==> src/verilog/rs_pkg.sv <==
package rs_pkg;

    localparam int DATA_W    = 32;
    localparam int PREG_W    = 5;
    localparam int NUM_PREGS = 1 << PREG_W;

    typedef logic [DATA_W-1:0] t_data;
    typedef logic [PREG_W-1:0] t_preg;

    typedef enum logic [2:0] {
        UOP_ADD = 3'd0,
        UOP_SUB = 3'd1,
        UOP_AND = 3'd2,
        UOP_XOR = 3'd3,
        UOP_SLL = 3'd4,
        UOP_MUL = 3'd5
    } t_uop;

    // Where a source operand comes from
    typedef enum logic [1:0] {
        OP_ZERO = 2'd0,
        OP_IMM  = 2'd1,
        OP_REG  = 2'd2
    } t_optype;

    typedef enum logic {
        FU_ALU = 1'b0,
        FU_MUL = 1'b1
    } t_fu;

    // Unit steering, shared by the station and the testbench
    function automatic t_fu uop_to_fu(t_uop uop);
        t_fu fu;
        case (uop)
            UOP_MUL: fu = FU_MUL;
            default: fu = FU_ALU;
        endcase
        return fu;
    endfunction

endpackage

==> src/verilog/alu_unit.sv <==
`timescale 1ns/1ps

module alu_unit
    import rs_pkg::*;
(
    input  logic  clk,
    input  logic  rst_n,

    input  logic  iss,
    input  t_uop  iss_uop,
    input  t_preg iss_pdst,
    input  t_data iss_src1_val,
    input  t_data iss_src2_val,

    output logic  wr_en,
    output t_preg wr_preg,
    output t_data wr_data
);

    t_data result;

    always_comb begin
        case (iss_uop)
            UOP_ADD: result = iss_src1_val + iss_src2_val;
            UOP_SUB: result = iss_src1_val - iss_src2_val;
            UOP_AND: result = iss_src1_val & iss_src2_val;
            UOP_XOR: result = iss_src1_val ^ iss_src2_val;
            // Shift amount from low five bits only
            UOP_SLL: result = iss_src1_val << iss_src2_val[4:0];
            default: result = '0;
        endcase
    end

    always_ff @(posedge clk) begin
        if (!rst_n) begin
            wr_en <= 1'b0;
        end else begin
            wr_en <= iss;
        end
    end

    always_ff @(posedge clk) begin
        if (iss) begin
            wr_preg <= iss_pdst;
            wr_data <= result;
        end
    end

endmodule

==> config.mk <==
export PLATFORM = sky130hd
export DESIGN_NAME = alu_unit
export DESIGN_NICKNAME = d
export VERILOG_FILES = /design/src/verilog/rs_pkg.sv /design/src/verilog/alu_unit.sv
export SDC_FILE = /design/constraint.sdc
export NUM_CORES = 1
export LEC_CHECK = 0
export ABC_AREA = 1
export ABC_CLOCK_PERIOD_IN_PS = 3430
export CORE_MARGIN = 3
export CORE_UTILIZATION = 30
export CTS_BUF_LIST = sky130_fd_sc_hd__clkbuf_16
export DETAILED_ROUTE_END_ITERATION = 8
export DONT_BUFFER_PORTS = 1
export PLACE_DENSITY_LB_ADDON = 0.25
export SLEW_MARGIN = 30
export SYNTH_ARGS = -nofsm -noshare
export SYNTH_HDL_FRONTEND = slang
export SYNTH_SLANG_ARGS = --single-unit
==> constraint.sdc <==
create_clock -name clk -period 3.43 [get_ports clk]
set_clock_uncertainty 0.15 [all_clocks]
set_input_delay 0.1715 -clock clk [delete_from_list [all_inputs] [get_ports clk]]
set_output_delay 0.1715 -clock clk [all_outputs]
set_load 0.01 [all_outputs]
# Word-level counts from Yosys, hierarchy flattened
# Index checks and enable logic that the tools add are counted.
[classes] add_sub_neg=2 n_eq_ne=4 n_shift=1 mux=1 bitwise=2 reduce_logical=1
[ops] operator="$pmux W32 S5" count=1
[ops] operator="$add A32 B32 Y32" count=1
[ops] operator="$and A32 B32 Y32" count=1
[ops] operator="$shl A32 B5 Y32" count=1
[ops] operator="$sub A32 B32 Y32" count=1
[ops] operator="$xor A32 B32 Y32" count=1
[ops] operator="$eq A3 B2 Y1 const B" count=2
[ops] operator="$eq A3 B1 Y1 const B" count=1
[ops] operator="$eq A3 B3 Y1 const B" count=1
[ops] operator="$logic_not A3 Y1" count=1
[word_totals] regBits=38 in_bits=75 output_inout_bits=38

# Longest topological paths before layout
[logic_depth] ltp_word=2 depth_mapped=24

# Worst setup path before layout
# OpenSTA, ideal clock, no wires.
[synth_timing] path_type="input -> register" from="input iss_src2_val[0]" to="register wr_data[26], data pin" setup_ps=254 t_arrival_ps=2627 required_time_ps=3026 setup_slack_ps=399 cell_stages=21 n_path_buf=2 cell_sequence="buf_2 > inv_2 > buf_2 > ha_1 > nand3_1 > nor2_2 > nand4_1 > nor3_1 > nor2_1 > nor2_1 > nor2_1 > ha_1 > nand2_1 > nor2_1 > nand2_1 > nor3_1 > nand2_1 > nand3b_1 > nand2_1 > nand3_1 > nand2_1"
[synth_between] elab_chain_cells=2
[synth_rtl] item="start: declaration" line_no="alu_unit.sv:13" source="input t_data iss_src2_val,"
[synth_rtl] item="$sub A32 B32 Y32 (tied with other cells)" line_no="alu_unit.sv:25" source="UOP_SUB: result = iss_src1_val - iss_src2_val;"
[synth_rtl] item="$pmux W32 S5 *" line_no="alu_unit.sv:23" source="case (iss_uop)"
[synth_rtl] item="net result[26]" line_no="alu_unit.sv:20" source="t_data result;"
[synth_rtl] item="end signal: assignment" line_no="alu_unit.sv:45" source="wr_data <= result;"
[synth_rtl] item="end: declaration" line_no="alu_unit.sv:17" source="output t_data wr_data"
# The timed path passes the listed nets; every way through them passes the cells marked *.
# A chain may end at the register's enable or synchronous reset.

# Worst setup path after layout
[layout_timing] from="input iss_src2_val[0]" to="register wr_data[25], data pin"
# Same word-level chain as after synthesis.

==> results.yml <==
timing:
  worst_slack_ns: 0.376
  fmax_mhz: 327
  relSlewSlack: 0.441
  slew_viol_final: 0
  period_needed_ns: 3.05
  max_slew.worst_pin.slew_ns: 0.835
  layout_worst_path_cycle_share: 0.890
  hold_viol_final: 0
  setup_violations: 0
  tns_ns: 0
  rsz0062_at_grt: "no"
floorplan:
  die-area_sq_mm: 0.0258
  rows: 55
  fp.dieH_um: 161
  dieWidth_um: 161
  start_util: 0.311
  ios: 113
  core_area_sq_mm: 0.0231
placement:
  place_area_sq_mm: 0.00748
  hpwl_um: 24700
  port_buffers: 0
  place_congestion: 0.966
  preCtsSetupSlack_ns: 0.147
  place_inst: 1528
setup_path:
  slowest_stage: "ha_1"
  crit_top_cell: "nand2_1"
  crit_type: "input port to flop"
  path_max_fanout: 35
  critPathLaunchType: "input port"
  required_ns: 3.32
  crit_path_end_kind: "flop"
  crit_chain: "inv_2 -> ha_1 -> nand3_1 -> nor2_2 -> nand4_1 -> nand2_1 -> nand2_1 -> xor2_1 -> ha_1 -> nand2_1 -> nor2_1 -> nand2_1 -> nor3_1 -> nand2_1 -> nand3b_1 -> nand2_1 -> nand3_1 -> nand2_1"
  slowest_delay_ns: 0.37
  cp.arrival_ns: 2.94
synthesis:
  ys_types: 43
  ys_warn_count: 0
  synth_xor_area_frac: 0.0354
  yosys.area_share.simple: 0.471
  synth_fa_ha_area_frac: 0.116
  yosys-mux-area-fraction: 0
  synth_compound_area_frac: 0.107
  synth_top_family_by_area: "simple AND/OR/NAND/NOR gates"
  synth_top_area_cell: "nand2_1"
  async_flop_share: 0
  synth_area_sq_mm: 0.00718
  yosysTopAreaCellShare: 0.234
  postSynthCellCount: 1236
  synth_ff_type: "edfxtp_1"
  synth.area.top_cells: "nand2_1 23%, edfxtp_1 15%, nand3_1 13%, ha_1 11%, inv_1 8.0%"
  seq_area_frac_synth: 0.158
  synth_nets: 1377
  synth_edf_count: 37
  syn_area_per_cell_sq_um: 5.81
  ys_seq_elements: 38
cells_and_area:
  nNetsFinal: 1371
  diodes: 0
  multiInputGateArea_sq_mm: 0.00524
  nFillCells: 2616
  layout.cells.non_filler: 1544
  final_core_util: 0.336
  area_growth_pct: 7.81
  layout-drive-gt1-share: 0.0439
  ff_latch_area_sq_mm: 0.00113
  design_area_sq_mm: 0.00774
run:
  maxCapViolCount: 0
clocking:
  clk_pin_slew_worst_paths_ns: 0.07
  cts-resized-gates: 0
  postCtsSetupBuffers: 0
  clkSinkCount: 38
  cts_root_buf: "clkbuf_16"
  clk_path_buf_depth: 2
  cts_hold_buf: 8
  tritoncts: "built"
  cts_buffers: 5
  cts_max_level: 2
detailed_routing:
  first_pass_iters: 7
  viasPerCell: 5.18
  drt-initial-drc-count: 861
  wirelength_um: 30000
  num_vias: 8003
  drc: 0
  wl_per_cell_um: 19.4
  drt.antenna.violating_nets: 0
run_status:
  status: "finished, final reports clean"
global_routing:
  antenna_found_initial: 0
  grt_pass1_wl_um: 45300
  grt.overflow.total: 0
  grt_pass1_vias: 7479
  grt_max_degree: 38
  grt_use_total: 0.227
hold_path:
  hold_path.class: "input port to flop"
pwr:
  p_per_area_mw_per_mm2: 284
  ir_worst_vdd_uv: 176
  p_leak_nw: 4.06
==> metrics by stage <==
stage          hold slack, ns  total power, mW
6_report               0.0541             2.20
5_1_grt                0.0762             2.37
4_1_cts                0.0508             2.22
3_5_place_dp            0.120             1.62
3_3_place_gp            0.120             1.61
2_1_floorplan           0.115             1.36
==> worst max-delay path: cells and delay by family <==
kind / cells / cell delay (ns)
xor+xnor: 1 / 0.15
fa+ha+maj: 2 / 0.55
simple gates: 14 / 1.98
buf+inv: 1 / 0.07
==> cells by family after synthesis <==
logic type | Yosys count
AO/OA/AOI/OAI | 131
XOR/XNOR | 29
adder cells (fa/ha/maj) | 66
buffers and inverters | 194
flip-flops | 38
AND/OR/NAND/NOR | 778
==> power by group <==
part           leakage (nW)  switching, mW  internal (mW)  total [mW]
registers             0.366         0.0511          0.578       0.629
clock network        0.0826          0.221          0.339       0.561
logic                  3.61          0.668          0.338        1.01
total                  4.06          0.941           1.26        2.20
==> final cells by class <==
cell class	count	share of cell area
clock inverters	3	0.00485
flip-flops and latches	38	0.146
clock buffers	5	0.0162
inverters	157	0.0767
multi-input cells	1004	0.677
repair buffers	24	0.0281
well taps	313	0.0506
==> cells in the mapped netlist (all sizes together), types with 11 or more instances <==
| library cell | count |
|---|---|
| nand3b | 15 |
| nor3 | 11 |
| clkbuf | 14 |
| o21ai | 36 |
| edfxtp | 37 |
| buf | 23 |
| a22o | 12 |
| inv | 156 |
| nand4 | 11 |
| ha | 65 |
| a21oi | 58 |
| nand2 | 453 |
| xor2 | 19 |
| nand3 | 195 |
| a22oi | 12 |
| nor2 | 90 |
==> per-layer routing <==
layer | track usage | part of all wire | vias up
li1 | - | - | 4044
met1 | 0.298 | 0.43 | 3576
met2 | 0.356 | 0.43 | 347
met3 | 0.0748 | 0.11 | 36
met4 | 0.0655 | 0.028 | 0
met5 | 0 | 0 | -
==> state kept, by name, summed over array words and instances, names as in the netlist <==
name     flops
wr_en        1
wr_data     32
wr_preg      5
==> cell usage in the layout (no fill, tap or decap), drive strengths merged, types with 7 or more instances in the layout <==
master	synthesis	routed
nand2	453	453
nand3	195	195
inv	156	157
nor2	90	90
ha	65	65
a21oi	58	58
edfxtp	37	37
o21ai	36	36
xor2	19	19
buf	23	17
nand3b	15	15
a22o	12	12
a22oi	12	12
nand4	11	11
nor3	11	11
xnor2	10	10
dlygate4sd3	0	7
==> path summary, 6_finish.rpt <==
path / start / cells past startpoint / endpoint / slack, ns
setup / recovery: iss_src2_val[0] / 18 / wr_data[25] / 0.38
hold / removal: iss_src2_val[5] / 3 / wr_data[5] / 0.05
No activity file was read; power rests on OpenSTA's default activity.
