File: config.mk
export PLATFORM = sky130hd
export DESIGN_NAME = prf
export DESIGN_NICKNAME = d
export VERILOG_FILES = /design/src/verilog/rs_pkg.sv /design/src/verilog/prf.sv
export SDC_FILE = /design/constraint.sdc
export NUM_CORES = 2
export LEC_CHECK = 0
export BUFFER_PORTS_ARGS = -buffer_cell sky130_fd_sc_hd__buf_2
export CORE_ASPECT_RATIO = 1.25
export CORE_MARGIN = 2
export CORE_UTILIZATION = 45
export CTS_BUF_LIST = sky130_fd_sc_hd__clkbuf_4 sky130_fd_sc_hd__clkbuf_8 sky130_fd_sc_hd__clkbuf_16
export DETAILED_ROUTE_END_ITERATION = 10
export PLACE_DENSITY = 0.57
export RECOVER_POWER = 25
export SYNTH_ARGS = -nofsm -noshare
export SYNTH_HDL_FRONTEND = slang
export SYNTH_SLANG_ARGS = --single-unit
File: constraint.sdc
create_clock -name clk -period 4 [get_ports clk]
set_clock_uncertainty 0.15 [all_clocks]
set_input_delay 0.6 -clock clk [delete_from_list [all_inputs] [get_ports clk]]
set_output_delay 0.6 -clock clk [all_outputs]
set_load 0.03 [all_outputs]
File: src/verilog/rs_pkg.sv
package rs_pkg;

    localparam int DATA_W    = 32;
    localparam int PREG_W    = 5;
    localparam int NUM_PREGS = 1 << PREG_W;

    typedef logic [DATA_W-1:0] t_data;
    typedef logic [PREG_W-1:0] t_preg;

    typedef enum logic [2:0] {
        UOP_ADD = 3'd0,
        UOP_SUB = 3'd1,
        UOP_AND = 3'd2,
        UOP_XOR = 3'd3,
        UOP_SLL = 3'd4,
        UOP_MUL = 3'd5
    } t_uop;

    // Where a source operand comes from
    typedef enum logic [1:0] {
        OP_ZERO = 2'd0,
        OP_IMM  = 2'd1,
        OP_REG  = 2'd2
    } t_optype;

    typedef enum logic {
        FU_ALU = 1'b0,
        FU_MUL = 1'b1
    } t_fu;

    // Unit steering, shared by the station and the testbench
    function automatic t_fu uop_to_fu(t_uop uop);
        t_fu fu;
        case (uop)
            UOP_MUL: fu = FU_MUL;
            default: fu = FU_ALU;
        endcase
        return fu;
    endfunction

endpackage

File: src/verilog/prf.sv
`timescale 1ns/1ps

module prf
    import rs_pkg::*;
(
    input  logic       clk,
    input  logic       rst_n,

    input  logic [1:0] prf_rden,
    input  t_preg      prf_rdaddr [1:0],
    output t_data      prf_rddata [1:0],

    input  logic       alu_wr_en,
    input  t_preg      alu_wr_preg,
    input  t_data      alu_wr_data,
    input  logic       mul_wr_en,
    input  t_preg      mul_wr_preg,
    input  t_data      mul_wr_data,

    input  t_preg      sb_rdaddr1,
    input  t_preg      sb_rdaddr2,
    output logic       sb_ready1,
    output logic       sb_ready2,
    input  logic       sb_set_busy,
    input  t_preg      sb_busy_preg
);

    t_data                regs [NUM_PREGS];
    logic [NUM_PREGS-1:0] ready;

    always_ff @(posedge clk) begin
        if (!rst_n) begin
            for (int i = 0; i < NUM_PREGS; i++) begin
                regs[i] <= '0;
            end
            ready <= '1;
        end else begin
            if (alu_wr_en) begin
                regs[alu_wr_preg]  <= alu_wr_data;
                ready[alu_wr_preg] <= 1'b1;
            end
            if (mul_wr_en) begin
                regs[mul_wr_preg]  <= mul_wr_data;
                ready[mul_wr_preg] <= 1'b1;
            end
            // New destination waits for its producer
            if (sb_set_busy) begin
                ready[sb_busy_preg] <= 1'b0;
            end
        end
    end

    // Registered read, data lands in rs2
    always_ff @(posedge clk) begin
        for (int p = 0; p < 2; p++) begin
            if (prf_rden[p]) begin
                prf_rddata[p] <= regs[prf_rdaddr[p]];
            end
        end
    end

    // Forward same-cycle writes so dispatch sees the wakeup
    assign sb_ready1 = ready[sb_rdaddr1] ||
                       (alu_wr_en && alu_wr_preg == sb_rdaddr1) ||
                       (mul_wr_en && mul_wr_preg == sb_rdaddr1);
    assign sb_ready2 = ready[sb_rdaddr2] ||
                       (alu_wr_en && alu_wr_preg == sb_rdaddr2) ||
                       (mul_wr_en && mul_wr_preg == sb_rdaddr2);

    a_wr_conflict: assert property (@(posedge clk) disable iff (!rst_n)
        !(alu_wr_en && mul_wr_en && alu_wr_preg == mul_wr_preg));

endmodule

* Word level (Yosys, flattened, before mapping)
Memory sizes are Yosys's and may differ from the RTL's. A register that Yosys moved wholly into a read port is not among the register bits.
Cells that the tools add are included.
** Storage, ports and cells
- Bits in registers :: 32
- Latch bits :: 0
- Bits in writable memories :: 1024
- Bits in read-only memories :: 0
- Input port bits :: 106
- Output and inout bits :: 66
- Word-level logic and storage cells :: 59
- Memories :: 1
** Operators by class
- Add/sub/neg operators :: 0
- Multipliers :: 0
- Divide/modulo/power cells :: 0
- Magnitude comparators :: 8
- Equality and inequality tests :: 4
- Shifts and indexed selects :: 0
- Mux-type cells :: 28
- Bitwise gates (word level) :: 4
- Reductions and logical operators :: 13
** Memory list
- regs :: words 32, width 32, read ports 2, clocked after Yosys merged registers in 2, wr ports 32, line prf.sv:28 : t_data regs [NUM_PREGS];
** Operator list (count)
- $mux 32 :: 7
- $or 32x32->32 :: 2
- $reduce_or 32->1 :: 2
- $and 32x32->32 :: 1
- $not 32->32 :: 1
- $lt 5x6->1 const B :: 5
- $eq 5x5->1 :: 4
- $demux 1 s5 :: 3
- $ge 5x1->1 const B :: 3
- $mux 1 :: 14
- $bmux 1 s5 :: 2
- $mux 5 :: 2
- $logic_and 1x1->1 :: 7
- $logic_or 1x1->1 :: 4

* Logic depth before layout (Yosys ltp)
- Word-level depth :: 12
- Gate-level depth with buffers :: 9
- Depth with buffers taken out :: 5

* Worst setup path after synthesis
No wires, ideal clock.
- Path kind :: input port to flip-flop
- From :: in mul_wr_preg[2]
- To :: mem regs[3][0] in the netlist's numbering, enable pin
- Setup time :: 0.438 ns
- Arrival :: 2.919 ns
- Required time :: 3.412 ns
- Path slack :: 0.493 ns
- Cell stages on the path :: 4
- Buffers on the path :: 2
- Path through :: buf_2 or3_1 clkbuf_1 o221ai_1
** RTL lines
- from (decl) :: line prf.sv:17 : input t_preg mul_wr_preg,
- to (decl) :: line prf.sv:28

* Worst setup path in the final report
- From :: in prf_rden[0]
- To :: reg prf_rddata[13] in the netlist's numbering (read register of regs), enable pin
** RTL lines
- from (decl) :: line prf.sv:9 : input logic [1:0] prf_rden,
- to (decl) :: line prf.sv:11 : output t_data prf_rddata [1:0],
No word-level cell between the ends.

==> key figures <==
Clock tree
  • Clk root buf: clkbuf_16
  • Htree depth: 3
  • CTS resizes: 0
  • CTS clk-pin slew, worst paths: 60 ps
  • CTS buffer count: 117
  • Clock buffer depth: 3
  • Setup Fix Bufs, Post-CTS: 0
  • CTS tree: done
  • CTS Sinks: 1120
  • Clock latency on the worst-skew pair: 780 ps
  • CTS hold repair buffers: 0

Worst setup path
  • CP peak stage delay: 2000 ps
  • Max Fanout on Critical Path: 21
  • Setup crit start: prf_rden[0]
  • CP Capture Type: register
  • CP most frequent cell: clkbuf_1
  • Setup crit start kind: primary input
  • Arr. time, crit path: 3940 ps
  • Crit path max-delay family: buffers and inverters
  • Cell at the slowest stage of the critical path: clkbuf_1
  • Reg2reg start: regs[20][20]
  • Worst path buffer plus inverter count: 2
  • Worst setup path class: primary input to register
  • Worst EP required: 4150 ps
  • Critical Path, Cell by Cell: clkbuf_1 -> clkbuf_1

STA
  • Unrepaired setup endpoints after global routing: no
  • Setup slack after layout: 209 ps
  • Worst rel slew slack: -80.2%
  • Max Clk Rate: 0.264 GHz
  • Final Critical Period: 3790 ps
  • Slew @ Worst Pin: 2700 ps
  • Final Hold Vio Count: 0
  • Fin. max-slew vios: 399
  • Setup Total Neg Slack: 0 ps
  • Tcrit/Tclk final: 94.8%
  • Setup Viol. Count Final: 0

Status
  • Status: finished with violations
  • Failing checks: max-capacitance violations, max-slew violations

Logic synthesis
  • Cells after Synth: 4302
  • Yosys cell types: 48
  • Synth Area per Inst: 14.5 sq um
  • Syn nets: 4408
  • Yosys top cell by area: edfxtp_1
  • Number of synthesized flops with an enable pin: 1088
  • Synth Register Bits: 1120
  • Top cells by area, synth: edfxtp_1 (52%), mux4_2 (16%), a22o_1 (14%)
  • Top cell type's share of synthesized area: 52.2%
  • Mapped Area: 62600 sq um
  • Register area share after synthesis: 53.3%
  • Top_reg_cell synth: edfxtp_1
  • Async S/R FF share, synth: 0%
  • Synth warnings: 0

Pwr
  • Leakage: 23.5 nW
  • Worst vdd ir: 0.000381 V
  • Total power: 29.8 mW
  • Pwr/cell area: 425 nW/um^2

Placed design
  • Pre-CTS WS: 631 ps
  • Final GP Congestion: 0.958
  • Placement Cell Area: 66200 sq um
  • Port Buffer Count: 171
  • HPWL after detailed placement: 161000 microns

Detailed routing
  • 1st-pass router iterations: 6
  • Via count: 46.9k
  • Post-route ant nets: 0
  • # DRC: 0
  • Vias per cell: 7.62
  • Avg WL per Cell: 42.7 microns
  • Wirelength, routed: 263000 microns
  • Starting DRC count in detailed routing: 6699

Cells and area
  • Most frequent cells in the layout: edfxtp_1 (1088), a22o_1 (1011), mux4_2 (448)
  • Nets: 4310
  • Most common cell after layout, fill and taps aside: edfxtp_1
  • Utilization after layout: 50.9%
  • Final instance area: 70000 sq um
  • FILL cells: 11.6k
  • Syn-to-layout area delta: 12.0%
  • Layout cells sized above 1: 27.9%

GRT
  • Number of global-route vias before repair: 46.5k
  • Largest net degree at the start of global routing: 57
  • Overall routing resource usage: 36.7%
  • Overflow after GRT: 0
  • First-pass GRT wire length: 360000 microns
  • Initial antenna violation count: 24

Die
  • Row count: 152
  • Top Ports: 172
  • Initial Util: 45.4%
  • Die ar.: 142000 sq um
  • Core Footprint: 138000 sq um
  • Chip Width: 337 microns
  • Die height: 421 microns

Min path
  • Hold Startpoint: sb_busy_preg[1]
  • Hold crit path type: primary input to register

Flow run
  • Max-cap viol count: 18
per-layer routing:
metal  vias up  track usage, %  routed length (microns)
met5         -               0                      153
met4        24            23.1                    18800
met3       963            9.12                    30300
met2      3649            58.8                   123000
met1     24300            44.6                    90200
li1      18000               -                        -
final timing paths:
path                            cells past startpoint        endpoint  slack, ps
worst max-delay path                                2  prf_rddata[13]        210
worst min-delay path                                3        ready[9]        150
worst max register to register                      4  prf_rddata[20]       1560
worst min register to register                      2        ready[2]        360
cell families (layout without fill, tap and decap cells):
logic type | Yosys count | in the layout | synth area share (%)
other cells | 0 | 4 | 0
compound gates | 1442 | 1442 | 19.3
xor+xnor | 20 | 20 | 0.280
simple gates | 426 | 426 | 3.29
flops | 1120 | 1120 | 53.3
buf+inv | 638 | 641 | 4.33
mux | 656 | 656 | 19.6
per-stage QoR:
stage                     std cells  hold slack, ps
final                          6157             148
after global routing           6157             142
after CTS                      6153             101
after detailed placement       5933             351
after global placement         5933             335
after floorplan                4302             315
cell type report:
cell class / count / area, sq um / area share, %
Timing Repair Buffer: 418 / 3290 / 4.69
Tap cell: 1848 / 2310 / 3.30
Clock buffer: 143 / 3170 / 4.53
Antenna cell: 4 / 10.0 / 0.0143
Inverter: 3 / 11.3 / 0.0161
Multi-Input combinational cell: 2544 / 27000 / 38.6
Clock inverter: 77 / 927 / 1.32
Sequential cell: 1120 / 33300 / 47.6
sequential cells by signal (all words and copies together) (netlist names):
| register | cells |
|---|---|
| prf_rddata | 64 |
| ready | 32 |
| regs | 1024 |
power by group:
group,total [mW],internal [mW],switching [mW]
clock,11.8,6.86,4.94
combinational,3.91,1.44,2.48
sequential,14.1,13.7,0.408
cells in the mapped netlist (20+ instances only):
library cell / n
edfxtp_1: 1088
a22o_1: 1011
mux4_2: 448
clkbuf_1: 442
nand2_1: 186
a221oi_1: 172
buf_2: 147
mux2i_1: 144
a21oi_1: 99
o21ai_0: 74
nor2_1: 65
mux2_2: 64
nor3_1: 41
nor2b_1: 38
dfxtp_1: 32
a221oi_2: 20
buf_1: 20
xnor2_1: 20
Power figures use the tool's default switching activity.
