**config.mk**
```make
export PLATFORM = sky130hd
export DESIGN_NAME = mul_unit
export DESIGN_NICKNAME = d
export VERILOG_FILES = /design/src/verilog/rs_pkg.sv /design/src/verilog/mul_unit.sv
export SDC_FILE = /design/constraint.sdc
export NUM_CORES = 1
export LEC_CHECK = 0
export ABC_AREA = 0
export BUFFER_PORTS_ARGS = -buffer_cell sky130_fd_sc_hd__buf_2
export CAP_MARGIN = 20
export CORE_MARGIN = 4
export CORE_UTILIZATION = 25
export CTS_BUF_LIST = sky130_fd_sc_hd__clkbuf_8
export CTS_CLUSTER_DIAMETER = 120
export DETAILED_ROUTE_END_ITERATION = 16
export PLACE_DENSITY_LB_ADDON = 0.25
export RECOVER_POWER = 50
export SYNTH_ARGS = -nofsm -noshare
export SYNTH_HDL_FRONTEND = slang
export SYNTH_SLANG_ARGS = --single-unit
```
**constraint.sdc**
```tcl
create_clock -name clk -period 8.09 [get_ports clk]
set_input_delay 0.4045 -clock clk [delete_from_list [all_inputs] [get_ports clk]]
set_output_delay 0.4045 -clock clk [all_outputs]
set_load 0.02 [all_outputs]
```
**src/verilog/rs_pkg.sv**
```systemverilog
package rs_pkg;

    localparam int DATA_W    = 32;
    localparam int PREG_W    = 5;
    localparam int NUM_PREGS = 1 << PREG_W;

    typedef logic [DATA_W-1:0] t_data;
    typedef logic [PREG_W-1:0] t_preg;

    typedef enum logic [2:0] {
        UOP_ADD = 3'd0,
        UOP_SUB = 3'd1,
        UOP_AND = 3'd2,
        UOP_XOR = 3'd3,
        UOP_SLL = 3'd4,
        UOP_MUL = 3'd5
    } t_uop;

    // Where a source operand comes from
    typedef enum logic [1:0] {
        OP_ZERO = 2'd0,
        OP_IMM  = 2'd1,
        OP_REG  = 2'd2
    } t_optype;

    typedef enum logic {
        FU_ALU = 1'b0,
        FU_MUL = 1'b1
    } t_fu;

    // Unit steering, shared by the station and the testbench
    function automatic t_fu uop_to_fu(t_uop uop);
        t_fu fu;
        case (uop)
            UOP_MUL: fu = FU_MUL;
            default: fu = FU_ALU;
        endcase
        return fu;
    endfunction

endpackage

```
**src/verilog/mul_unit.sv**
```systemverilog
`timescale 1ns/1ps

module mul_unit
    import rs_pkg::*;
(
    input  logic  clk,
    input  logic  rst_n,

    input  logic  iss,
    input  t_uop  iss_uop,
    input  t_preg iss_pdst,
    input  t_data iss_src1_val,
    input  t_data iss_src2_val,

    output logic  wr_en,
    output t_preg wr_preg,
    output t_data wr_data
);

    logic        vld_s1;
    t_preg       pdst_s1;
    t_data       lo_part;
    logic [15:0] hi_part;
    t_data       lo_s1;
    logic [15:0] hi_s1;

    // Partial products, only the low 32 bits survive
    assign lo_part = iss_src1_val[15:0] * iss_src2_val;
    assign hi_part = iss_src1_val[31:16] * iss_src2_val[15:0];

    always_ff @(posedge clk) begin
        if (!rst_n) begin
            vld_s1 <= 1'b0;
            wr_en  <= 1'b0;
        end else begin
            vld_s1 <= iss && iss_uop == UOP_MUL;
            wr_en  <= vld_s1;
        end
    end

    always_ff @(posedge clk) begin
        pdst_s1 <= iss_pdst;
        lo_s1   <= lo_part;
        hi_s1   <= hi_part;
        // Second stage sums the partials
        wr_preg <= pdst_s1;
        wr_data <= lo_s1 + {hi_s1, 16'h0000};
    end

endmodule

```
Yosys cells after proc, flatten, opt, wreduce, memory -nomap -nowiden:

Cells that the tools add are included.

* $mul: 2
* add/subtract/negate cells: 1
* reductions and logical operators: 1
* eq/ne operators: 1

Operators with widths (count)
* $add 32x32->32: 1
* $mul 16x32->32: 1
* $mul 16x16->16: 1
* $eq 3x3->1 const B: 1
* $logic_and 1x1->1: 1

* output and inout port bits: 38
* word-level logic and storage cells: 12
* register bits: 92

Depth between registers and ports, before layout:

Gate-level depths: netlist of the first run.

* word-level depth: 2
* depth in mapped cells: 24

Least setup slack after synthesis of the first run:

Ideal clock, no wire load.

* kind: in2reg
* start: input iss_src2_val[13]
* end: register lo_s1[31]
* stages on the path: 21
* data required time: 7.971 ns
* data arrival time: 5.850 ns
* library setup time: 0.119 ns
* slack: 2.122 ns
* path buffers: 2
* path through: clkbuf_1 -> clkbuf_1 -> nand2_1 -> fa_1 -> fa_1 -> fa_1 -> inv_1 -> fa_1 -> fa_1 -> inv_1 -> fa_1 -> inv_1 -> ha_1 -> a21oi_4 -> o21ai_2 -> a211oi_4 -> a211oi_2 -> o31a_1 -> a211oi_2 -> o2bb2ai_2 -> xnor2_1

* word-level cells in the longest chain between the ends: 1

RTL lines
* from (decl): RTL line mul_unit.sv:13 `input t_data iss_src2_val,`
* $mul 16x32->32: RTL line mul_unit.sv:28 `assign lo_part = iss_src1_val[15:0] * iss_src2_val;`
* named net lo_part[31]: RTL line mul_unit.sv:22 `t_data lo_part;`
* to (signal assigned): RTL line mul_unit.sv:43 `lo_s1 <= lo_part;`
* to (decl): RTL line mul_unit.sv:24 `t_data lo_s1;`

The timed path passes the listed nets, and every way through them passes these cells.
A chain may end at the register's enable or synchronous reset.

Final worst setup path of the first run:

* start: input iss_src2_val[0]
* end: register lo_s1[31]

The elaborated chain is that of the path after synthesis.

==> summary.md, run 1 <==
| Metric | Value |
|---|---|
| Max-Cap Viols | `0` |
| Fmax | `0.164 GHz` |
| Crit-path max FO | `16` |
| Core Region | `71,600 um^2` |
| Setup TNS | `0 ps` |
| Final #Nets | `2,650` |
| GPL Wtd Cong | `0.855` |
| Kind of critical path | `primary input to flip-flop` |
| Worst Tran Pin Value | `between 1000 and 1500 ps` |
| Clock Sinks | `92` |
| Total CTS buffers | `9` |
| Post-synthesis xor/xnor area fraction | `4.98%` |
| ANT nets after route | `0` |
| # port buffers | `~110` |
| Routed WL | `around 50 mm` |
| Row count | `98` |
| Compound-cell area share of the yosys netlist | `under 10%` |
| Top FF cell, synth | `dfxtp_1` |
| DR DRC count | `0` |
| Post-CTS setup buffer count | `0` |
| H-Tree Depth | `3` |
| Post-synth cell types | `66` |
| DP Worst Slack | `1610 ps` |
| Worst min-delay path category | `primary input to flip-flop` |
| Total number of vias | `12,754` |
| Top post-synthesis cells by area | `fa_1 43%, dfxtp_1 10%, inv_1 9.8%` |
| Crit share post-route | `between 70% and 80%` |
| Hold Vio Cnt, Final | `0` |
| Synth area leader | `fa_1` |
| Die Wd | `277 um` |
| Die Ht | `around 280 um` |
| Worst-Skew Late Latency | `390 ps` |
| CTS tree | `built` |
| CP Launch Type | `primary input` |
| Main combinational cell family by area after synthesis | `adder cells` |
| Synth Area in Simple Gates | `17.1%` |
| Worst R2R Setup Slack | `5620 ps` |
| Final min period | `around 6000 ps` |
| Final worst slack | `1980 ps` |
| First-pass GRT wire length | `a little over 80 mm` |
| RSZ-0062 raised after global routing | `no` |
| Largest net degree at the start of global routing | `33` |
| Area growth syn-to-layout | `8.67%` |
| Initial antenna violation count | `3` |
| Worst Skew | `18.6 ps` |
| Routed WL per cell | `around 17 um` |
| Starting Density | `about 25%` |
| Clock Root Buffer | `clkbuf_8` |
| Critical Path End Type | `flip-flop` |
| Status | `finished, final reports clean` |
| Post-synthesis mux area share | `0.0553%` |
| Post-cts resize count | `0` |
| Cell count after synthesis | `2,025` |
| Top-level I/O count | `113` |
| Post-synth EDFFs | `0` |
| Synthesized Nets | `2,614` |
| Top cell type's share of synthesized area | `roughly 43%` |
| Worst slew margin | `28.5%` |
| Sequential area share after synthesis | `10.2%` |
| Crit path arrival time | `6350 ps` |
| Top post-synthesis cells by count | `473 x inv_1, 385 x fa_1, 338 x nand2_1` |
| Final Max Slew Viols | `0` |
| Synth warnings | `0` |
| Syn Area/Cell | `8.94 um^2` |
| Ys async rst share | `0%` |
| Finish-stage setup viols | `0` |
| Count leader, synth | `inv_1` |
| CTS max path bufs | `2` |
| Starting DRT DRC Count | `480` |
| Share of layout cells above drive strength 1 | `5.71%` |
| Number of global-route vias before repair | `14,350` |
| Inst Count DP | `about 3,000` |
| WP data required | `8330 ps` |
| Post-Syn Area | `18,100 um^2` |
| DP HPWL | `a little under 40 mm` |
| Synth Area in Adders | `51.5%` |
| Reg clk slew, reported paths | `90 ps` |
| DRT Pass-1 Iters | `5` |
| Total gr overflow | `0` |
| GRT Total Usage | `a little over an eighth` |
| Yosys reg bits | `slightly above 90` |
| Die area | `76,800 um^2` |
| Final non-filler cell total | `3,017` |
| Vias per cell | `4.23` |
| Hold Buf Count CTS | `0` |
==> critical path: stages <==
cell       delay (ps)
clkbuf_1          770
nand2_1           170
fa_1              510
fa_1              490
inv_1              60
fa_1              520
fa_1              430
fa_1              490
inv_1              50
fa_1              480
inv_1              40
ha_1              370
and4_4            280
nand2_1            50
a211o_1           310
a211oi_2          350
o31a_1            220
a211oi_2           90
o2bb2ai_2         130
xnor2_1           120
==> routing by layer <==
| layer | GRT usage (%) | vias to the layer above | wire [um] |
|---|---|---|---|
| li1 | - | 5948 | - |
| met5 | 0 | - | 7 |
| met2 | 23.4 | 240 | 24500 |
| met3 | 1.98 | 70 | 1990 |
| met4 | 3.96 | 2 | 1370 |
| met1 | 17.3 | 6494 | 22400 |
==> placed cells by master, fill, tap and decap left out, drive strengths merged, types with 3 or more instances in the layout <==
| cell type | synthesis | routed |
|---|---|---|
| clkbuf | 85 | 41 |
| a21oi | 35 | 35 |
| o211ai | 3 | 3 |
| nand3 | 9 | 9 |
| nor2 | 27 | 27 |
| a211o | 3 | 3 |
| o21ai | 23 | 23 |
| a21o | 11 | 11 |
| inv | 473 | 476 |
| a41o | 3 | 3 |
| dfxtp | 92 | 92 |
| or2 | 3 | 3 |
| nor3 | 12 | 12 |
| buf | 3 | 82 |
| o21bai | 4 | 4 |
| and2 | 213 | 213 |
| and3 | 4 | 4 |
| nand3b | 4 | 4 |
| or3 | 7 | 7 |
| o21a | 7 | 7 |
| fa | 385 | 385 |
| ha | 129 | 129 |
| xor2 | 22 | 22 |
| xnor2 | 81 | 81 |
| nor2b | 4 | 4 |
| a211oi | 4 | 4 |
| nand2 | 338 | 338 |
| nand2b | 8 | 8 |
==> final timing paths <==
kind / depth (start not counted) / from / endpoint
hold / removal: 1 / iss_pdst[3] / pdst_s1[3]$_DFF_P_
setup reg to reg: 11 / hi_s1[0]$_DFF_P_ / wr_data[30]$_DFF_P_
setup / recovery: 20 / iss_src2_val[0] / lo_s1[31]$_DFF_P_
hold reg to reg: 0 / pdst_s1[4]$_DFF_P_ / wr_preg[4]$_DFF_P_
==> layout make-up <==
class                      count  area [um^2]
clock inverter                 6         55.1
timing repair buffer         113          527
fill                        7794        51900
tap                          950         1190
inverter                     473         1780
multi-input combinational   1372        14100
sequential                    92         1840
clock buffer                  10          138
antenna                        1         2.50
==> kinds of logic after synthesis <==
group | Yosys count
AOI/OAI and AO/OA | 114
xor gates and xnor gates | 103
buffers and inverters | 561
and+or+nand+nor | 640
muxes | 1
DFF | 92
adders and majority gates | 514
==> sequential cells by signal, summed over array words and instances, names as in the netlist <==
register and flops:
pdst_s1 5, wr_preg 5, wr_en 1, vld_s1 1
wr_data 32, hi_s1 16, lo_s1 32
==> stage by stage <==
step	utilization [%]	area [um^2]	hold WS [ps]
final	27.5	19700	116
after detailed placement	27.3	19500	312
after floorplan	-	18100	310
after global routing	27.5	19700	66.8
after CTS	27.5	19700	62.6
after global placement	27.3	19500	310
Power of run 1 is not shown: default switching activity piles up to over one toggle a cycle in this logic, so the estimate is an artifact.
==> inputs of run 2 (changes only) <==
==> constraint.sdc (replaced) <==
create_clock -name clk -period 5.2 [get_ports clk]
set_input_delay 0.26 -clock clk [delete_from_list [all_inputs] [get_ports clk]]
set_output_delay 0.26 -clock clk [all_outputs]
set_load 0.02 [all_outputs]
==> run 2 against run 1 <==
  * The run now ends with setup timing left
  * Hold slack got worse by 28 ps
  * Utilization increased by 3.3 points
  * Register-to-register slack worse by 3000 ps
  * First-iteration DRC count increased by 26%
  * Setup slack got worse by 2000 ps
  * Clock skew shrank 7.6 ps
  * Final cell count is 7.0% higher
  * Highest routed layer is now met4
==> summary.md, run 2 (same netlist as run 1, synthesis figures left out) <==
| Metric | Value |
|---|---|
| Post-DP Area | `21,200 um^2` |
| Area growth syn-to-layout | `21.7%` |
| WHS Endpoint | `vld_s1$_SDFF_PN0_` |
| Fmax | `0.191 GHz` |
| Biggest regs | `lo_s1 x32, wr_data x32, hi_s1 x16` |
| Worst min-delay path category | `primary input to flip-flop` |
| H-Tree Depth | `3` |
| WP data required | `5480 ps` |
| WHS Path Cells | `3` |
| Worst slew margin | `41.3%` |
| Critical Path End Type | `flip-flop` |
| Top-level I/O count | `113` |
| Fin area | `~22,000 um^2` |
| Worst R2R Path Depth | `11` |
| Final #Nets | `roughly 2,900` |
| Worst-Skew Late Latency | `390 ps` |
| Starting DRT DRC Count | `605` |
| RSZ-0062 raised after global routing | `yes` |
| Row count | `between 90 and 100` |
| Starting Density | `25.3%` |
| Die Wd | `277 um` |
| DR DRC count | `0` |
| Routed WL per cell | `16.8 um` |
| Crit-path max FO | `4` |
| # port buffers | `112` |
| Final min period | `about 5200 ps` |
| Worst Tran Pin Value | `881 ps` |
| Clock Sinks | `between 90 and 100` |
| Total CTS buffers | `9` |
| Slowest stage cell, crit path | `fa_1` |
| Fillers | `7,617` |
| GPL Wtd Cong | `0.856` |
| Die area | `76,800 um^2` |
| Critical Path Most Common Cell | `fa_1` |
| Die Ht | `about 280 um` |
| Crit share post-route | `101%` |
| Beginning of the worst hold path | `iss` |
| Total gr overflow | `0` |
| Register area | `about 1800 um^2` |
| Kind of critical path | `primary input to flip-flop` |
| CTS tree | `built` |
| Clock Root Buffer | `clkbuf_8` |
| Crit path arrival time | `5520 ps` |
| Setup TNS | `-75.3 ps` |
| Combined area of the multi-input logic cells | `14,500 um^2` |
| Routed WL | `between 50 and 60 mm` |
| WHS | `88.2 ps` |
| Largest net degree at the start of global routing | `20` |
| GRT Total Usage | `14.4%` |
| Most common cell after layout, fill and taps aside | `inv_1` |
| Most frequent cells in the layout | `462 x inv_1, 371 x fa_1, 337 x nand2_1` |
| Number of global-route vias before repair | `15,286` |
| Hold Vio Cnt, Final | `0` |
| Crit-path max cell delay | `610 ps` |
| Core Region | `71,600 um^2` |
| Finish-stage setup viols | `3` |
| Critical-path cell list | `buf_6, clkbuf_16, nand2_1, fa_1, inv_1, fa_1, fa_1, fa_1, fa_1, inv_1, fa_1, inv_1, ha_4, and4_4, nand2_1, a211o_1, a211oi_2, o31a_1, a211oi_2, buf_4, xnor2_2` |
| Worst Skew | `~11 ps` |
| Max-Cap Viols | `0` |
| Total number of vias | `roughly 14,000` |
| Worst R2R Setup Slack | `between 2000 and 3000 ps` |
| Reg clk slew, reported paths | `90 ps` |
| CP Launch Type | `primary input` |
| First-pass GRT wire length | `87.3 mm` |
| DRT Pass-1 Iters | `5` |
| ANT nets after route | `0` |
| Final worst slack | `-37.8 ps` |
| Status | `finished, violations left` |
| Post-layout util | `30.8%` |
| Initial antenna violation count | `1` |
| Final Max Slew Viols | `0` |
| Reg2reg start | `lo_s1[16]$_DFF_P_` |
| DP HPWL | `46.5 mm` |
| CTS max path bufs | `2` |
| Failing checks | `setup timing` |
| Share of layout cells above drive strength 1 | `17.3%` |
| Vias per cell | `4.19` |
| R2R Path End | `wr_data[30]$_DFF_P_` |
## run 2: metal layers
layer  vias to the layer above  part of all wire, %  GRT usage [%]
li1                       6373                    -              -
met1                      6853                   43           18.2
met2                       238                   51           25.7
met3                        55                  3.6           1.80
met4                         0                  2.7           4.44
met5                         -                    0              0
## run 2: stage by stage
step           cells  setup WS [ps]
6_report        3227          -37.8
3_5_place_dp    3197           -740
2_1_floorplan   2025           -258
4_1_cts         3221          -54.8
3_3_place_gp    3197           -693
5_1_grt         3227           -185
## run 2: worst max-delay path by stage
stage                        endpoint  slack, ps  cells past startpoint             start
floorplan           lo_s1[31]$_DFF_P_       -260                     22   iss_src1_val[6]
global placement    lo_s1[30]$_DFF_P_       -690                     22  iss_src2_val[12]
detailed placement  lo_s1[29]$_DFF_P_       -740                     20   iss_src1_val[2]
CTS                 lo_s1[29]$_DFF_P_        -50                     20   iss_src2_val[6]
global route        lo_s1[30]$_DFF_P_       -190                     22   iss_src2_val[6]
finish              lo_s1[29]$_DFF_P_        -40                     21   iss_src1_val[8]
## run 2: area by class of cell
cell class	count	area share [%]
timing repair buffer	323	11.3
tap	950	5.40
antenna	1	0.0114
sequential	92	8.36
multi-input combinational	1372	65.8
clock inverter	7	0.449
inverter	473	8.06
clock buffer	9	0.562
## run 2: critical path, delay by kind of cell
kind,cells,cell delay [ps]
adders and majority gates,7,3270
xor gates and xnor gates,1,110
and+or+nand+nor,3,350
AOI/OAI and AO/OA,4,910
buffers and inverters,6,610
## run 2: repair_timing
item	4_1_cts	5_1_grt
setup endpoints to repair	13	15
gates cloned	0	1
setup buffers	4	4
hold endpoints to repair	5	0
pin swaps	38	46
gates resized for setup	68	74
hold buffers	5	0
Power of run 2 is left out for the same reason.
