==> config.mk <==
export PLATFORM = sky130hd
export DESIGN_NAME = rs
export DESIGN_NICKNAME = d
export VERILOG_FILES = /design/src/verilog/rs_pkg.sv /design/src/verilog/rs_entry.sv /design/src/verilog/rs.sv
export SDC_FILE = /design/constraint.sdc
export NUM_CORES = 1
export LEC_CHECK = 0
export BUFFER_PORTS_ARGS = -buffer_cell sky130_fd_sc_hd__clkbuf_2
export CORE_ASPECT_RATIO = 1.25
export CORE_MARGIN = 3
export CORE_UTILIZATION = 45
export CTS_CLUSTER_DIAMETER = 80
export DETAILED_ROUTE_END_ITERATION = 8
export PLACE_DENSITY = 0.65
export SLEW_MARGIN = 20
export SYNTH_ARGS = -nofsm -noshare
export SYNTH_HDL_FRONTEND = slang
export SYNTH_SLANG_ARGS = --single-unit
==> constraint.sdc <==
create_clock -name clk -period 2.7 [get_ports clk]
set_input_delay 0.27 -clock clk [delete_from_list [all_inputs] [get_ports clk]]
set_output_delay 0.27 -clock clk [all_outputs]
set_load 0.03 [all_outputs]
==> src/verilog/rs_pkg.sv <==
package rs_pkg;

    localparam int DATA_W    = 32;
    localparam int PREG_W    = 5;
    localparam int NUM_PREGS = 1 << PREG_W;

    typedef logic [DATA_W-1:0] t_data;
    typedef logic [PREG_W-1:0] t_preg;

    typedef enum logic [2:0] {
        UOP_ADD = 3'd0,
        UOP_SUB = 3'd1,
        UOP_AND = 3'd2,
        UOP_XOR = 3'd3,
        UOP_SLL = 3'd4,
        UOP_MUL = 3'd5
    } t_uop;

    // Where a source operand comes from
    typedef enum logic [1:0] {
        OP_ZERO = 2'd0,
        OP_IMM  = 2'd1,
        OP_REG  = 2'd2
    } t_optype;

    typedef enum logic {
        FU_ALU = 1'b0,
        FU_MUL = 1'b1
    } t_fu;

    // Unit steering, shared by the station and the testbench
    function automatic t_fu uop_to_fu(t_uop uop);
        t_fu fu;
        case (uop)
            UOP_MUL: fu = FU_MUL;
            default: fu = FU_ALU;
        endcase
        return fu;
    endfunction

endpackage

==> src/verilog/rs_entry.sv <==
`timescale 1ns/1ps

module rs_entry
    import rs_pkg::*;
(
    input  logic    clk,
    input  logic    rst_n,
    input  logic    flush,

    input  logic    alloc,
    input  t_uop    alloc_uop,
    input  t_optype alloc_src1_type,
    input  t_optype alloc_src2_type,
    input  t_preg   alloc_psrc1,
    input  t_preg   alloc_psrc2,
    input  t_data   alloc_imm,
    input  t_preg   alloc_pdst,
    input  logic    alloc_ready1,
    input  logic    alloc_ready2,

    input  logic    alu_wr_en,
    input  t_preg   alu_wr_preg,
    input  logic    mul_wr_en,
    input  t_preg   mul_wr_preg,

    input  logic    gnt,
    output logic    valid,
    output logic    req,

    output t_uop    uop,
    output t_optype src1_type,
    output t_optype src2_type,
    output t_preg   psrc1,
    output t_preg   psrc2,
    output t_data   imm,
    output t_preg   pdst
);

    logic rdy1;
    logic rdy2;
    logic wake1;
    logic wake2;

    // Wakeup from either write port
    assign wake1 = (alu_wr_en && alu_wr_preg == psrc1) || (mul_wr_en && mul_wr_preg == psrc1);
    assign wake2 = (alu_wr_en && alu_wr_preg == psrc2) || (mul_wr_en && mul_wr_preg == psrc2);

    assign req = valid && rdy1 && rdy2;

    always_ff @(posedge clk) begin
        if (!rst_n) begin
            valid <= 1'b0;
            rdy1  <= 1'b0;
            rdy2  <= 1'b0;
        end else if (flush) begin
            valid <= 1'b0;
        end else if (alloc) begin
            valid <= 1'b1;
            // Non-register sources are ready at once
            rdy1  <= (alloc_src1_type != OP_REG) || alloc_ready1;
            rdy2  <= (alloc_src2_type != OP_REG) || alloc_ready2;
        end else begin
            if (gnt) begin
                valid <= 1'b0;
            end
            if (wake1) begin
                rdy1 <= 1'b1;
            end
            if (wake2) begin
                rdy2 <= 1'b1;
            end
        end
    end

    always_ff @(posedge clk) begin
        if (alloc) begin
            uop       <= alloc_uop;
            src1_type <= alloc_src1_type;
            src2_type <= alloc_src2_type;
            psrc1     <= alloc_psrc1;
            psrc2     <= alloc_psrc2;
            imm       <= alloc_imm;
            pdst      <= alloc_pdst;
        end
    end

    a_alloc_free: assert property (@(posedge clk) disable iff (!rst_n)
        alloc |-> !valid);

endmodule

==> src/verilog/rs.sv <==
`timescale 1ns/1ps

module rs
    import rs_pkg::*;
#(
    parameter int NUM_RS_ENTS = 8
) (
    input  logic       clk,
    input  logic       rst_n,
    input  logic       flush,

    input  logic       disp_valid,
    input  t_uop       disp_uop,
    input  t_optype    disp_src1_type,
    input  t_optype    disp_src2_type,
    input  t_preg      disp_psrc1,
    input  t_preg      disp_psrc2,
    input  t_data      disp_imm,
    input  t_preg      disp_pdst,
    output logic       rs_stall,

    output t_preg      sb_rdaddr1,
    output t_preg      sb_rdaddr2,
    input  logic       sb_ready1,
    input  logic       sb_ready2,
    output logic       sb_set_busy,
    output t_preg      sb_busy_preg,

    output logic [1:0] prf_rden,
    output t_preg      prf_rdaddr [1:0],
    input  t_data      prf_rddata [1:0],

    input  logic       alu_wr_en,
    input  t_preg      alu_wr_preg,
    input  logic       mul_wr_en,
    input  t_preg      mul_wr_preg,

    output logic       alu_iss,
    output logic       mul_iss,
    output t_uop       iss_uop,
    output t_preg      iss_pdst,
    output t_data      iss_src1_val,
    output t_data      iss_src2_val
);

    logic                   accept;
    logic [NUM_RS_ENTS-1:0] e_alloc;
    logic [NUM_RS_ENTS-1:0] e_valid;
    logic [NUM_RS_ENTS-1:0] e_req;
    logic [NUM_RS_ENTS-1:0] e_sel;
    logic [NUM_RS_ENTS-1:0] e_gnt;
    t_uop                   e_uop       [NUM_RS_ENTS];
    t_optype                e_src1_type [NUM_RS_ENTS];
    t_optype                e_src2_type [NUM_RS_ENTS];
    t_preg                  e_psrc1     [NUM_RS_ENTS];
    t_preg                  e_psrc2     [NUM_RS_ENTS];
    t_data                  e_imm       [NUM_RS_ENTS];
    t_preg                  e_pdst      [NUM_RS_ENTS];

    logic    any_req;
    logic    iss_rs1;
    t_uop    sel_uop;
    t_optype sel_src1_type;
    t_optype sel_src2_type;
    t_data   sel_imm;
    t_preg   sel_pdst;

    logic    iss_nq_rs2;
    logic    iss_rs2;
    t_uop    uop_rs2;
    t_optype src1_type_rs2;
    t_optype src2_type_rs2;
    t_data   imm_rs2;
    t_preg   pdst_rs2;

    assign rs_stall = &e_valid;
    assign accept   = disp_valid && !rs_stall;

    // First free entry
    always_comb begin
        e_alloc = '0;
        for (int i = 0; i < NUM_RS_ENTS; i++) begin
            if (!e_valid[i] && e_alloc == '0) begin
                e_alloc[i] = accept;
            end
        end
    end

    assign sb_rdaddr1   = disp_psrc1;
    assign sb_rdaddr2   = disp_psrc2;
    assign sb_set_busy  = accept;
    assign sb_busy_preg = disp_pdst;

    // Lowest-indexed requester wins
    always_comb begin
        any_req       = 1'b0;
        e_sel         = '0;
        sel_uop       = UOP_ADD;
        sel_src1_type = OP_ZERO;
        sel_src2_type = OP_ZERO;
        sel_imm       = '0;
        sel_pdst      = '0;
        prf_rdaddr[0] = '0;
        prf_rdaddr[1] = '0;
        for (int i = 0; i < NUM_RS_ENTS; i++) begin
            if (e_req[i] && !any_req) begin
                any_req       = 1'b1;
                e_sel[i]      = 1'b1;
                sel_uop       = e_uop[i];
                sel_src1_type = e_src1_type[i];
                sel_src2_type = e_src2_type[i];
                sel_imm       = e_imm[i];
                sel_pdst      = e_pdst[i];
                prf_rdaddr[0] = e_psrc1[i];
                prf_rdaddr[1] = e_psrc2[i];
            end
        end
    end

    assign iss_rs1 = any_req && !flush;
    assign e_gnt   = iss_rs1 ? e_sel : '0;

    assign prf_rden[0] = iss_rs1 && sel_src1_type == OP_REG;
    assign prf_rden[1] = iss_rs1 && sel_src2_type == OP_REG;

    always_ff @(posedge clk) begin
        if (!rst_n) begin
            iss_nq_rs2 <= 1'b0;
        end else begin
            iss_nq_rs2 <= iss_rs1;
        end
    end

    always_ff @(posedge clk) begin
        uop_rs2       <= sel_uop;
        src1_type_rs2 <= sel_src1_type;
        src2_type_rs2 <= sel_src2_type;
        imm_rs2       <= sel_imm;
        pdst_rs2      <= sel_pdst;
    end

    function automatic t_data f_opsel(t_optype optype, t_data imm_data, t_data prf_data);
        t_data val;
        case (optype)
            OP_IMM:  val = imm_data;
            OP_REG:  val = prf_data;
            default: val = '0;
        endcase
        return val;
    endfunction

    // Flush kills the issue already in rs2
    assign iss_rs2 = iss_nq_rs2 && !flush;

    assign iss_uop      = uop_rs2;
    assign iss_pdst     = pdst_rs2;
    assign iss_src1_val = f_opsel(src1_type_rs2, imm_rs2, prf_rddata[0]);
    assign iss_src2_val = f_opsel(src2_type_rs2, imm_rs2, prf_rddata[1]);

    assign alu_iss = iss_rs2 && uop_to_fu(uop_rs2) == FU_ALU;
    assign mul_iss = iss_rs2 && uop_to_fu(uop_rs2) == FU_MUL;

    for (genvar i = 0; i < NUM_RS_ENTS; i++) begin : g_entries
        rs_entry entry (
            .clk             (clk),
            .rst_n           (rst_n),
            .flush           (flush),
            .alloc           (e_alloc[i]),
            .alloc_uop       (disp_uop),
            .alloc_src1_type (disp_src1_type),
            .alloc_src2_type (disp_src2_type),
            .alloc_psrc1     (disp_psrc1),
            .alloc_psrc2     (disp_psrc2),
            .alloc_imm       (disp_imm),
            .alloc_pdst      (disp_pdst),
            .alloc_ready1    (sb_ready1),
            .alloc_ready2    (sb_ready2),
            .alu_wr_en       (alu_wr_en),
            .alu_wr_preg     (alu_wr_preg),
            .mul_wr_en       (mul_wr_en),
            .mul_wr_preg     (mul_wr_preg),
            .gnt             (e_gnt[i]),
            .valid           (e_valid[i]),
            .req             (e_req[i]),
            .uop             (e_uop[i]),
            .src1_type       (e_src1_type[i]),
            .src2_type       (e_src2_type[i]),
            .psrc1           (e_psrc1[i]),
            .psrc2           (e_psrc2[i]),
            .imm             (e_imm[i]),
            .pdst            (e_pdst[i])
        );
    end

    a_gnt_onehot: assert property (@(posedge clk) disable iff (!rst_n)
        $onehot0(e_gnt));

    a_iss_excl: assert property (@(posedge clk) disable iff (!rst_n)
        !(alu_iss && mul_iss));

endmodule

## After elaboration in Yosys (flattened, before gate mapping)

Index checks and enable logic that the tools add are counted.

- Output and inout port bits: 103
- Bits of input ports: 136
- Register bits after elaboration: 501

- Equality and inequality tests: 41
- Multiplexer cells: 123
- Reductions and logical operators: 151
- Bitwise logic cells: 4

Operator list:

| kind | number |
|---|---|
| 32-bit 2-to-1 mux | 8 |
| 5-bit == test | 32 |
| 32-bit case mux with 2 select lines | 2 |
| 10-bit 2-to-1 mux | 8 |
| 1-bit 2-to-1 mux | 72 |
| 1-bit logical AND | 69 |
| 2-bit nonzero test | 24 |
| 5-bit 2-to-1 mux | 8 |
| 2-bit 2-to-1 mux | 16 |
| 2-bit AND reduction | 16 |
| 3-bit 2-to-1 mux | 8 |
| 1-bit logical OR | 18 |
| 1-bit zero test | 16 |
| 2-bit == test (second input constant) | 4 |
| 8-bit 2-to-1 mux | 1 |
| 8-bit AND reduction | 1 |
| 7-bit zero test | 1 |
| 6-bit zero test | 1 |
| 5-bit zero test | 1 |
| 2-bit by 1-bit == test with 1-bit output (second input constant) | 2 |
| 4-bit zero test | 1 |
| 2-bit inequality test (second input constant) | 2 |
| 1-bit NOT | 4 |
| 3-bit == test (second input constant) | 1 |
| other kinds (3) | 3 |

## Longest topological paths before layout

- Depth after elaboration: 28
- Depth in mapped cells: 9

## Hierarchy

Synthesis repeated with hierarchy kept, for this count alone.

- Cells, all modules: 1,648
- Area, all modules: 21,461.8 um^2

By module, submodules not included:

| module | area each (um^2) | instances | cells each | sequential area each (um^2) |
|---|---|---|---|---|
| rs_entry | 1,998.2 | 8 | 101 | 1,681.6 |
| rs | 5,476.5 | 1 | 840 | 900.9 |

## Worst setup path before layout

Ideal clock, no wire load.

- Kind: reg2reg
- Start: reg g_entries[0].entry.valid
- End: reg g_entries[6].entry.imm[0] (enable)
- Data arrival time: 2.464 ns
- Path buffers: 1
- Library setup time: 0.408 ns
- Data required time: 2.292 ns
- Slack: -0.173 ns
- Stages on the path, launching flop included: 6
- Cells stage by stage: dfxtp_1 nand2_1 or3_1 or3b_2 clkbuf_1 inv_1

- Cells in the longest elaborated chain, start to end: 22

RTL lines:

| what | line | RTL |
|---|---|---|
| start, declared | rs_entry.sv:27 | `output logic valid,` |
| start signal, assigned | rs_entry.sv:52 | `valid <= 1'b0;` |
| start signal, assigned | rs_entry.sv:56 | `valid <= 1'b0;` |
| start signal, assigned | rs_entry.sv:58 | `valid <= 1'b1;` |
| 8-bit AND reduction | rs.sv:76 | `assign rs_stall = &e_valid;` |
| 1-bit zero test | rs.sv:77 | `assign accept = disp_valid && !rs_stall;` |
| 1-bit logical AND | rs.sv:77 |  |
| 1-bit 2-to-1 mux | rs.sv:83 | `if (!e_valid[i] && e_alloc == '0) begin` |
| 1-bit NOT | rs.sv:83 |  |
| 1-bit logical AND | rs.sv:83 |  |
| 1-bit 2-to-1 mux | rs.sv:83 |  |
| 2-bit zero test | rs.sv:83 |  |
| (+7 left out) | -- |  |
| 1-bit 2-to-1 mux | rs.sv:83 |  |
| 5-bit zero test | rs.sv:83 |  |
| 1-bit logical AND | rs.sv:83 |  |
| 1-bit 2-to-1 mux | rs.sv:83 |  |
| 6-bit zero test | rs.sv:83 |  |
| 1-bit logical AND | rs.sv:83 |  |
| 1-bit 2-to-1 mux * | rs.sv:83 |  |
| named net g_entries[6].entry.alloc | rs_entry.sv:10 | `input logic alloc,` |
| end signal, assigned | rs_entry.sv:82 | `imm <= alloc_imm;` |
| end, declared | rs_entry.sv:35 | `output t_data imm,` |

The timed path passes the listed nets; every way through them passes the cells marked *.
A chain may end at the register's enable or synchronous reset.

==> results.txt <==
CP startpoint kind -> register
Post-synth top cells -> edfxtp_1, a21oi_1, nor2_1
Netlist cell types -> 45
Inst Count DP -> 2463
Sw frac -> 20.4%
ANT nets after route -> 0
Root Driver -> clkbuf_16
Post-synth ARST share -> 0%
TNS Setup -> -1.70 ns
Final slew viol count -> 0
Status -> finished, violations left
Die area -> 0.0501 sq mm
Critical Path Sink Type -> output pin
Setup WS pre-CTS -> 0.116 ns
Flop pwr share -> 52.1%
Tcrit/Tclk final -> 108%
Sequential cell area fraction in the yosys report -> 67.2%
Leakage -> 0.00925 uW
First-pass GRT wire length -> 99100 um
Synth Cell Area -> 0.0214 sq mm
Critical path class -> register to output pin
Syn Area/Cell -> 12.9 sq um
Worst Path Buf+Inv -> 4
Routed vias -> 15800
Comb power frac -> 3.7%
CP max stage delay -> 0.35 ns
DIE WIDTH -> 201 um
Max Cap Viol -> 0
Clock Latency Late Sink -> 0.57 ns
GR Overflow Total -> 0
Worst-case clock buffer depth -> 3
Switch Pwr -> 3350 uW
Layout cells sized above 1 -> 27.6%
Clk sinks -> 501
Wirelength, routed -> 67400 um
Top delay family on crit path -> simple AND/OR/NAND/NOR gates
VDD IR max -> 0.000574 V
Final core utilization -> 56.9%
Port Buffers -> 238
Placed cell area -> 0.0235 sq mm
P_int -> 13000 uW
Min Clock Period, post-route -> 2.92 ns
Initial antenna violation count -> 3
Final WS setup -> -0.220 ns
Worst EP required -> 2.43 ns
R2r worst-path depth -> 11
Core Area -> 0.0466 sq mm
CTS H-tree depth -> 2
GRT Total Usage -> 25.8%
CTS tree -> built
Min-Delay Path Depth -> 1
EDFF count, synth -> 432
Fin. Hold Viols -> 0
Post-DP HPWL -> 42100 um
Initial drt markers -> 1563
CP max FO -> 7
Relative slew slack -> 49.0%
Failing checks -> setup timing
Post-synthesis register bit count -> 501
CP max-delay cell -> nor4_4
Final setup fails -> 12
Pwr dens -> 617 mW/mm^2
Fin area -> 0.0265 sq mm
Cell Rows -> 88
YS warnings -> 0
Vias in the first global route -> 16000
GPL Wtd Cong -> 0.927
Vias/cell -> 6.06
RSZ-0062 raised after global routing -> true
Clock skew -> 0.0120 ns
Syn_nets -> 1799
DRC -> 0
CTS buffer count -> 47
Mapped Cells -> 1659
Tightest Pin Transition -> 0.765 ns
Most frequent cell after synthesis -> edfxtp_1
Synth-to-Final Area Change -> 24.1%
WL/cell -> 25.8 um
Fin nets -> 2081
Yosys top cell by area -> edfxtp_1
Main synth FF type -> edfxtp_1
Pin count of the biggest net entering global routing -> 57
Area contributors post-synth -> edfxtp_1, dfxtp_1, xor2_1
CP Depth -> 10
Worst-path cell chain -> and3_4 -> nor4_4 -> buf_4 -> buf_6 -> nand3_4 -> buf_12 -> o21ai_2 -> a21oi_1 -> a211o_1 -> buf_8
Initial core utilization -> 45.9%
Worst-path clk slew -> 0.06 ns
Max Fclk -> 0.342 GHz
Layout Cells excl Fill -> 2611
Post-synth top area share -> 60.7%
# IOs -> 239
Clock group share of total power -> 44.2%
Hold crit path type -> primary input to register
Die height -> 250 um
Drt pass-1 iters -> 6
Worst endpoint data arrival time -> 2.65 ns
[cell families (layout without fill, tap and decap cells)]
logic type                 after synthesis  in the layout  synth area share, %
buffers and inverters                  160            481                 3.27
xor gates and xnor gates               160            160                 6.56
AOI/OAI and AO/OA                      523            523                 16.0
adders and majority gates                4              4                0.234
and+or+nand+nor                        311            311                 6.76
DFF                                    501            501                 67.2
other                                    0              1                    0
[power groups by stage]
stage | clock (uW) | sequential, uW | combinational, uW
after CTS | 7300 | 8520 | 600
after global routing | 7590 | 8530 | 649
after floorplan | 0 | 8680 | 271
after global placement | 0 | 8680 | 551
after detailed placement | 0 | 8690 | 565
final | 7240 | 8520 | 610
[stage by stage]
step                hold slack (ns)  power [uW]
finish                      0.00796       16400
global route                 0.0168       16800
CTS                         0.00117       16400
detailed placement            0.449        9250
global placement              0.442        9230
floorplan                     0.369        8950
[path summary, 6_finish.rpt]
kind | from | endpoint | slack, ns
setup / recovery | g_entries[1].entry.rdy1 | prf_rdaddr[5] | -0.22
setup reg to reg | g_entries[1].entry.rdy1 | imm_rs2[31] | 0.10
hold / removal | disp_imm[12] | g_entries[5].entry.imm[12] | 0.008
hold reg to reg | g_entries[7].entry.pdst[3] | iss_pdst[3] | 0.46
[layout make-up]
class	instances	area, sq um
fillers	3687	20100
flip-flops and latches	501	14400
multi-input cells	998	6790
repair buffers	380	2800
clock buffers	66	1370
well taps	630	788
clock inverters	22	339
inverters	13	60.1
diodes	1	2.50
[repair_timing]
| item | 4_1_cts | 5_1_grt |
|---|---|---|
| cloned | 3 | 0 |
| gates resized for setup | 97 | 84 |
| setup endpoints to repair | 26 | 17 |
| buffers inserted | 12 | 20 |
| hold endpoints to repair | 187 | 0 |
| hold buffers | 24 | 0 |
| pin swaps | 13 | 22 |
[registers in the layout (all words and copies together), names as in the netlist, 16 cells and up]
signal	cells
g_entries.entry.imm	256
g_entries.entry.pdst	40
g_entries.entry.src1_type	16
g_entries.entry.psrc1	40
g_entries.entry.src2_type	16
g_entries.entry.uop	24
imm_rs2	32
g_entries.entry.psrc2	40
[layer usage]
metal / global-route usage (%) / vias to the layer above / wire length (um)
li1: - / 6912 / -
met1: 32.9 / 7930 / 26700
met2: 44.1 / 816 / 33200
met3: 3.68 / 172 / 4550
met4: 11.2 / 0 / 3050
met5: 0 / - / 0
[placed cells by master (no fill, tap or decap), types with 28 or more instances in the layout]
cell,count
xnor2_1,32
nand2_1,57
nand3_1,30
a221o_1,28
o21ai_0,64
nor4_1,32
a22oi_1,64
o22ai_1,29
buf_4,77
a221oi_1,34
nor2_1,129
edfxtp_1,432
o211ai_1,28
clkbuf_2,226
clkbuf_16,49
xor2_1,128
a21oi_1,170
dfxtp_1,54
No activity file was read; power rests on OpenSTA's default activity.
